<file path="config.mk">
export PLATFORM = sky130hd
export DESIGN_NAME = qdr_wr_out_path
export DESIGN_NICKNAME = d
export VERILOG_FILES = /design/src/qdr_out_pkg.sv /design/src/qdr_out_regs.sv /design/src/qdr_wr_formatter.sv /design/src/ddio_out_stage.sv /design/src/qdr_wr_out_path.sv
export VERILOG_INCLUDE_DIRS = /design/src /design/src/src
export SDC_FILE = /design/constraint.sdc
export NUM_CORES = 1
export LEC_CHECK = 0
export BUFFER_PORTS_ARGS = -buffer_cell sky130_fd_sc_hd__clkbuf_2
export CORE_ASPECT_RATIO = 1.4
export CORE_MARGIN = 3
export CORE_UTILIZATION = 54
export CTS_CLUSTER_SIZE = 10
export DETAILED_ROUTE_END_ITERATION = 7
export PLACE_DENSITY = 0.79
export SYNTH_ARGS = -nofsm -noshare
export SYNTH_HDL_FRONTEND = slang
export SYNTH_SLANG_ARGS = --single-unit
</file>
<file path="constraint.sdc">
create_clock -name clk -period 2 [get_ports clk]
set_clock_uncertainty 0.05 [all_clocks]
set_input_delay 0.4 -clock clk [delete_from_list [all_inputs] [get_ports clk]]
set_output_delay 0.4 -clock clk [all_outputs]
set_load 0.01 [all_outputs]
</file>
<file path="src/qdr_out_macros.svh">
// **********************************************************************
// build-time settings for the QDR II write-data output path
// include wherever the beat width, reset level or register map is needed
// **********************************************************************
`ifndef QDR_OUT_MACROS_SVH
`define QDR_OUT_MACROS_SVH

// width of one data beat on the pin bus
`define QDR_BEAT_W 18

// 1 makes every data register come out of reset as all ones
`define QDR_POST_RESET_HIGH 0

// 1 adds the falling-edge register on the second beat (3-register form)
`define QDR_EXTRA_NEG_REG 1

// configuration register map
`define QDR_ADDR_CTRL  2'd0
`define QDR_ADDR_IDLE  2'd1
`define QDR_ADDR_COUNT 2'd2

`endif

</file>
<file path="src/qdr_out_pkg.sv">
// **********************************************************************
// shared types for the write-data output path
// modules pull these in with a wildcard import in their header
// **********************************************************************
`default_nettype none

`include "qdr_out_macros.svh"

package qdr_out_pkg;

	// full half-rate word width, two beats
	localparam int HR_W = 2 * `QDR_BEAT_W;

	// level every data register takes while in reset
	localparam logic QDR_RST_LEVEL = (`QDR_POST_RESET_HIGH != 0);

	// one half-rate word
	// flat view for storing and comparing the word whole
	// beat view for steering each beat to its own clock phase
	// beat[0] goes out first, in the high phase of clk
	typedef union packed {
		logic [HR_W-1:0]                 flat;
		logic [1:0][`QDR_BEAT_W-1:0]     beat;
	} hr_word_t;

	// post-reset content of a data word
	localparam hr_word_t HR_RST_WORD = {HR_W{QDR_RST_LEVEL}};

	// configuration register address
	typedef logic [1:0] reg_addr_t;

endpackage

`default_nettype wire

</file>
<file path="src/qdr_out_regs.sv">
// **********************************************************************
// configuration and status registers beside the write formatter
// sets the output enable and idle pattern, counts the words sent
// **********************************************************************
`timescale 1ns/100ps
`default_nettype none

`include "qdr_out_macros.svh"

module qdr_out_regs
	import qdr_out_pkg::*;
(
	input  logic        clk,
	input  logic        dr_reset_n,
	input  logic        cfg_wr,
	input  reg_addr_t   cfg_addr,
	input  logic [31:0] cfg_wdata,
	output logic [31:0] cfg_rdata,
	input  logic        word_sent,
	output logic        out_enable,
	output hr_word_t    idle_pattern
);

	// words sent so far, wraps at 2^32
	logic [31:0] sent_count;

	// **********************************************************************
	// write decode
	// **********************************************************************

	// writes land at the edge that samples cfg_wr
	// address 2 is read-only so a write there falls through the default
	always_ff @(posedge clk or negedge dr_reset_n) begin
		if (!dr_reset_n) begin
			out_enable   <= 1'b0;
			idle_pattern <= '0;
		end else if (cfg_wr) begin
			case (cfg_addr)
				`QDR_ADDR_CTRL: begin
					out_enable <= cfg_wdata[0];
				end
				`QDR_ADDR_IDLE: begin
					// zero-extended to the word, upper beat bits stay 0
					idle_pattern.flat <= HR_W'(cfg_wdata);
				end
				default: begin
				end
			endcase
		end
	end

	// **********************************************************************
	// sent-word counter
	// **********************************************************************

	// word_sent is a one-cycle pulse from the formatter
	// count moves one cycle after the pulse
	always_ff @(posedge clk or negedge dr_reset_n) begin
		if (!dr_reset_n) begin
			sent_count <= '0;
		end else if (word_sent) begin
			sent_count <= sent_count + 32'd1;
		end
	end

	// **********************************************************************
	// read mux, purely combinational on cfg_addr
	// **********************************************************************
	always_comb begin
		case (cfg_addr)
			`QDR_ADDR_CTRL:  cfg_rdata = {31'd0, out_enable};
			// only the low 32 bits of the idle word are visible
			`QDR_ADDR_IDLE:  cfg_rdata = 32'(idle_pattern.flat);
			`QDR_ADDR_COUNT: cfg_rdata = sent_count;
			default:         cfg_rdata = 32'd0;
		endcase
	end

endmodule

`default_nettype wire

</file>
<file path="src/qdr_wr_formatter.sv">
// **********************************************************************
// write-word formatter ahead of the DDR output stage
// picks write data or the idle pattern each cycle and flags sent words
// **********************************************************************
`timescale 1ns/100ps
`default_nettype none

`include "qdr_out_macros.svh"

module qdr_wr_formatter
	import qdr_out_pkg::*;
(
	input  logic     clk,
	input  logic     dr_reset_n,
	input  logic     wr_valid,
	input  hr_word_t wr_data,
	input  logic     out_enable,
	input  hr_word_t idle_pattern,
	output hr_word_t fmt_word,
	output logic     fmt_oe,
	output logic     word_sent
);

	// word chosen for the coming cycle
	hr_word_t next_word;
	// a write word is taken this cycle
	logic     take_wr;

	// **********************************************************************
	// word select
	// **********************************************************************

	// a write word is only taken while the path is enabled
	// with no back-pressure every cycle still yields one word
	assign take_wr = out_enable & wr_valid;

	// disabled or no valid data, so the idle word fills the slot
	always_comb begin
		if (take_wr) begin
			next_word = wr_data;
		end else begin
			next_word = idle_pattern;
		end
	end

	// **********************************************************************
	// output word register
	// **********************************************************************

	// word sampled at edge k is on fmt_word for the cycle after k
	// comes out of reset at the same level as the DDR registers
	always_ff @(posedge clk or negedge dr_reset_n) begin
		if (!dr_reset_n) begin
			fmt_word <= HR_RST_WORD;
		end else begin
			fmt_word <= next_word;
		end
	end

	// **********************************************************************
	// drive enable and sent strobe
	// **********************************************************************

	// pins are driven whenever enabled, idle cycles included
	// word_sent feeds the counter in the register block
	always_ff @(posedge clk or negedge dr_reset_n) begin
		if (!dr_reset_n) begin
			fmt_oe    <= 1'b0;
			word_sent <= 1'b0;
		end else begin
			fmt_oe    <= out_enable;
			// pulse lines up with the word it counts
			word_sent <= take_wr;
		end
	end

endmodule

`default_nettype wire

</file>
<file path="src/ddio_out_stage.sv">
// **********************************************************************
// soft-logic DDR output, one half-rate word becomes two pin beats
// beat[0] is driven while clk is high, beat[1] while clk is low
// **********************************************************************
`timescale 1ns/100ps
`default_nettype none

`include "qdr_out_macros.svh"

module ddio_out_stage
	import qdr_out_pkg::*;
(
	input  logic                   clk,
	input  logic                   dr_reset_n,
	input  hr_word_t               fmt_word,
	input  logic                   fmt_oe,
	output logic [`QDR_BEAT_W-1:0] dq,
	output logic                   dq_oe
);

	localparam int W         = `QDR_BEAT_W;
	localparam bit EXTRA_NEG = (`QDR_EXTRA_NEG_REG != 0);

	// rising-edge input register
	hr_word_t     word_r;
	// source for the high phase
	logic [W-1:0] beat_hi;
	// source for the low phase
	logic [W-1:0] beat_lo;

	// **********************************************************************
	// rising-edge capture
	// **********************************************************************

	// word and enable move together at edge k+1
	always_ff @(posedge clk or negedge dr_reset_n) begin
		if (!dr_reset_n) begin
			word_r <= HR_RST_WORD;
			dq_oe  <= 1'b0;
		end else begin
			word_r <= fmt_word;
			dq_oe  <= fmt_oe;
		end
	end

	assign beat_hi = word_r.beat[0];

	// **********************************************************************
	// optional falling-edge register for the second beat
	// **********************************************************************

	// word_r has been stable since the rising edge
	// so the falling-edge copy holds the same beat[1] and timing is kept
	generate
		if (EXTRA_NEG) begin : g_neg_reg
			logic [W-1:0] beat1_n;

			always_ff @(negedge clk or negedge dr_reset_n) begin
				if (!dr_reset_n) begin
					beat1_n <= {W{QDR_RST_LEVEL}};
				end else begin
					beat1_n <= word_r.beat[1];
				end
			end

			assign beat_lo = beat1_n;
		end else begin : g_no_neg_reg
			// two-register form, low phase straight from the input register
			assign beat_lo = word_r.beat[1];
		end
	endgenerate

	// **********************************************************************
	// phase mux
	// **********************************************************************

	// clk itself selects the beat
	assign dq = clk ? beat_hi : beat_lo;

endmodule

`default_nettype wire

</file>
<file path="src/qdr_wr_out_path.sv">
// **********************************************************************
// top of the QDR II write-data output path
// register block and formatter feed the DDR output stage on one clock
// **********************************************************************
`timescale 1ns/100ps
`default_nettype none

`include "qdr_out_macros.svh"

module qdr_wr_out_path
	import qdr_out_pkg::*;
(
	input  logic                   clk,
	input  logic                   dr_reset_n,
	input  logic                   wr_valid,
	input  hr_word_t               wr_data,
	input  logic                   cfg_wr,
	input  reg_addr_t              cfg_addr,
	input  logic [31:0]            cfg_wdata,
	output logic [31:0]            cfg_rdata,
	output logic [`QDR_BEAT_W-1:0] dq,
	output logic                   dq_oe
);

	// register block to formatter
	logic     out_enable;
	hr_word_t idle_pattern;
	// formatter back to the counter
	logic     word_sent;
	// formatter to DDR stage
	hr_word_t fmt_word;
	logic     fmt_oe;

	qdr_out_regs u_qdr_out_regs (
		.clk          (clk),
		.dr_reset_n   (dr_reset_n),
		.cfg_wr       (cfg_wr),
		.cfg_addr     (cfg_addr),
		.cfg_wdata    (cfg_wdata),
		.cfg_rdata    (cfg_rdata),
		.word_sent    (word_sent),
		.out_enable   (out_enable),
		.idle_pattern (idle_pattern)
	);

	// one cycle of latency here
	qdr_wr_formatter u_qdr_wr_formatter (
		.clk          (clk),
		.dr_reset_n   (dr_reset_n),
		.wr_valid     (wr_valid),
		.wr_data      (wr_data),
		.out_enable   (out_enable),
		.idle_pattern (idle_pattern),
		.fmt_word     (fmt_word),
		.fmt_oe       (fmt_oe),
		.word_sent    (word_sent)
	);

	// and one more before the beats reach the pins
	ddio_out_stage u_ddio_out_stage (
		.clk        (clk),
		.dr_reset_n (dr_reset_n),
		.fmt_word   (fmt_word),
		.fmt_oe     (fmt_oe),
		.dq         (dq),
		.dq_oe      (dq_oe)
	);

endmodule

`default_nettype wire

</file>
==> results_dict.tcl <==
set metrics [dict create \
    synth.cell_area_um2 5993 \
    fin_ws_ns -0.7308 \
    synth_seq_cells 158 \
    grt_setup_unrepaired "true" \
    placed_area_um2 6910 \
    die_h_um 130.7 \
    fin_nets 618 \
    start_util_pct 56.41 \
    synthCells 391 \
    ant_nets 0 \
    setup_tns_ns -12.39 \
    dp.cells 652 \
    hp-class "input pin to register" \
    endpoint_kind "primary output" \
    diodes 0 \
    power.leakage_nw 3.814 \
    regToRegSetupSlack_ns 0.26 \
    outcome "finished with violations" \
    pre_cts_ws_ns -0.1538 \
    gp_congestion 0.8458 \
    synth_edf_count 0 \
    crit_fanout 1 \
    max_slew_margin_pct 63.71 \
    violations "negative setup slack" \
    io_buffer_count 124 \
    ios 125 \
    routed_wl_um 14140 \
    setup_violations 18 \
    rr_worst_depth 5 \
    fin_util_pct 74.27 \
    drt_iter0_markers 174 \
    grt_pass1_wl_um 22110 \
    criticalPathCategory "register to primary output" \
    fin_hold_ws_ns 0.04484 \
    cap_violations 0 \
    total_power_mw 10.56 \
    grt_usage_pct 24.96 \
    worstPathArrival_ns 2.28 \
    vias 3880 \
    grt_pass1_vias 4301 \
    viasPerCell 5.567 \
    clkSlewWorstSetupHoldPaths_ns 0.06 \
    route.detailed.drc 0 \
    stdcell_area_um2 7891 \
    cts_tree "done" \
    grt_overflow 0 \
    syn-num-nets 466 \
    fin_cells 697 \
    powerDensity_nw_per_um2 1339 \
    peakVddDrop_mv 0.7733 \
    fillerInstances 642 \
    syn_avg_cell_area_um2 15.33 \
    firstDrtPassIters 4 \
    hpwl_um 9201 \
    core_area_um2 10630 \
    synthFlopType "dfrtp_1" \
    syn2layout_area_growth_pct 31.67 \
    slew_violations 0 \
    layout-drive-gt1-share_pct 49.55 \
    hold_viol 0 \
    insertion_delay_ns 0.53 \
    cp.required_ns 1.55 \
    hold_depth 2 \
    yosys_warnings 0 \
    synth_cell_types 30 \
    die_area_um2 12420 \
    cp-start-kind "register" \
    async_reset_ff_share_pct 100.0 \
    die_x_um 95.04 \
    num_rows 44 \
    tightest_slew_ns 0.5443 \
    antenna_found_initial 0 \
    grt_start_max_net_pins 44 \
    ys_seq_area_share_pct 65.97 \
    avgRoutedWirePerCell_um 20.28 \
]
-- per-layer routing --
layer	track usage (%)	up-vias	share of wire [%]
li1	-	1710	-
met1	29.60	1967	39
met2	38.33	158	51
met3	8.763	45	5.7
met4	16.74	0	4.1
met5	0	-	0
-- synthesized netlist by cell type (2+ instances only) --
| cell | count | area [µm²] |
|---|---|---|
| a22o_1 | 31 | 271.5 |
| and3_1 | 11 | 68.82 |
| and4_1 | 6 | 52.55 |
| buf_2 | 8 | 40.04 |
| clkbuf_1 | 8 | 30.03 |
| dfrtn_1 | 18 | 450.4 |
| dfrtp_1 | 140 | 3503 |
| mux2_2 | 84 | 945.9 |
| nand2_1 | 11 | 41.29 |
| nand3_1 | 12 | 60.06 |
| nand4_1 | 8 | 50.05 |
| nand4_2 | 2 | 25.02 |
| nor2_1 | 2 | 7.510 |
| nor2b_1 | 2 | 12.51 |
| nor3_2 | 3 | 30.03 |
| nor4_2 | 2 | 25.02 |
| xnor2_1 | 21 | 183.9 |
| xor2_1 | 10 | 87.58 |
-- cells by family after synthesis --
family | synth area share [%]
DFF | 65.97
muxes | 15.95
and+or+nand+nor | 7.182
AOI/OAI and AO/OA | 4.614
xor gates and xnor gates | 4.530
buffers and inverters | 1.545
adders and majority gates | 0.2087
-- flip-flops by register name, indices dropped and copies added, names as in the netlist --
| register | flops |
|---|---|
| u_ddio_out_stage.beat_lo | 18 |
| u_ddio_out_stage.dq_oe | 1 |
| u_ddio_out_stage.word_r | 36 |
| u_qdr_out_regs.idle_pattern | 32 |
| u_qdr_out_regs.out_enable | 1 |
| u_qdr_out_regs.sent_count | 32 |
| u_qdr_wr_formatter.fmt_oe | 1 |
| u_qdr_wr_formatter.fmt_word | 36 |
| u_qdr_wr_formatter.word_sent | 1 |
-- repair_timing --
item                                    CTS  global route
cloned                                    0             0
endpoints found under the setup margin   18            19
buffers inserted                          0             0
resized for setup                         1            28
hold buffers                              1             0
endpoints found under the hold margin    59             0
-- worst max-delay path: stages, from the launching register on --
cell and delay (ns):
dfrtn_1 0.34, mux2_2 0.29, buf_6 0.12
-- placed cells by master (no fill, tap or decap), drive strengths merged, types with 3 or more instances in the layout --
cell type,netlist,final
and4,7,7
nand2,11,11
a22o,31,31
buf,10,29
clkinv,0,3
inv,1,3
clkbuf,8,146
xnor2,21,21
and3,11,11
bufinv,0,4
nand4,10,10
xor2,10,10
dfrtn,18,18
nor3,3,3
nand3,13,13
dfrtp,140,140
mux2,84,84
-- final cells by class --
type                            instances  area, µm²  share of cell area (%)
Multi-Input combinational cell        214       1978                   25.07
Clock inverter                         10      163.9                   2.077
Inverter                                1      3.754                 0.04757
Clock buffer                           52      880.8                   11.16
Timing Repair Buffer                  124      737.0                   9.339
Tap cell                              138      172.7                   2.188
Sequential cell                       158       3955                   50.12
-- path summary, 6_finish.rpt --
check / end / startpoint
min in group asynchronous: u_qdr_wr_formatter.fmt_word[4] / dr_reset_n
worst min-delay path: u_qdr_out_regs.idle_pattern[23] / cfg_wdata[23]
worst min register to register: u_ddio_out_stage.word_r[18] / u_qdr_wr_formatter.fmt_word[18]
worst max register to register: u_qdr_out_regs.sent_count[16] / u_qdr_out_regs.sent_count[0]
max in group asynchronous: u_ddio_out_stage.beat_lo[13] / dr_reset_n
worst max-delay path: dq[5] / u_ddio_out_stage.beat_lo[5]
-- where the power goes --
group          internal, mW  switching, mW  total [mW]
Combinational         0.453          0.360       0.813
Sequential             3.74          0.335        4.08
Clock                  3.75           1.92        5.67
Total                  7.95           2.62        10.6
Power figures use the tool's default switching activity.
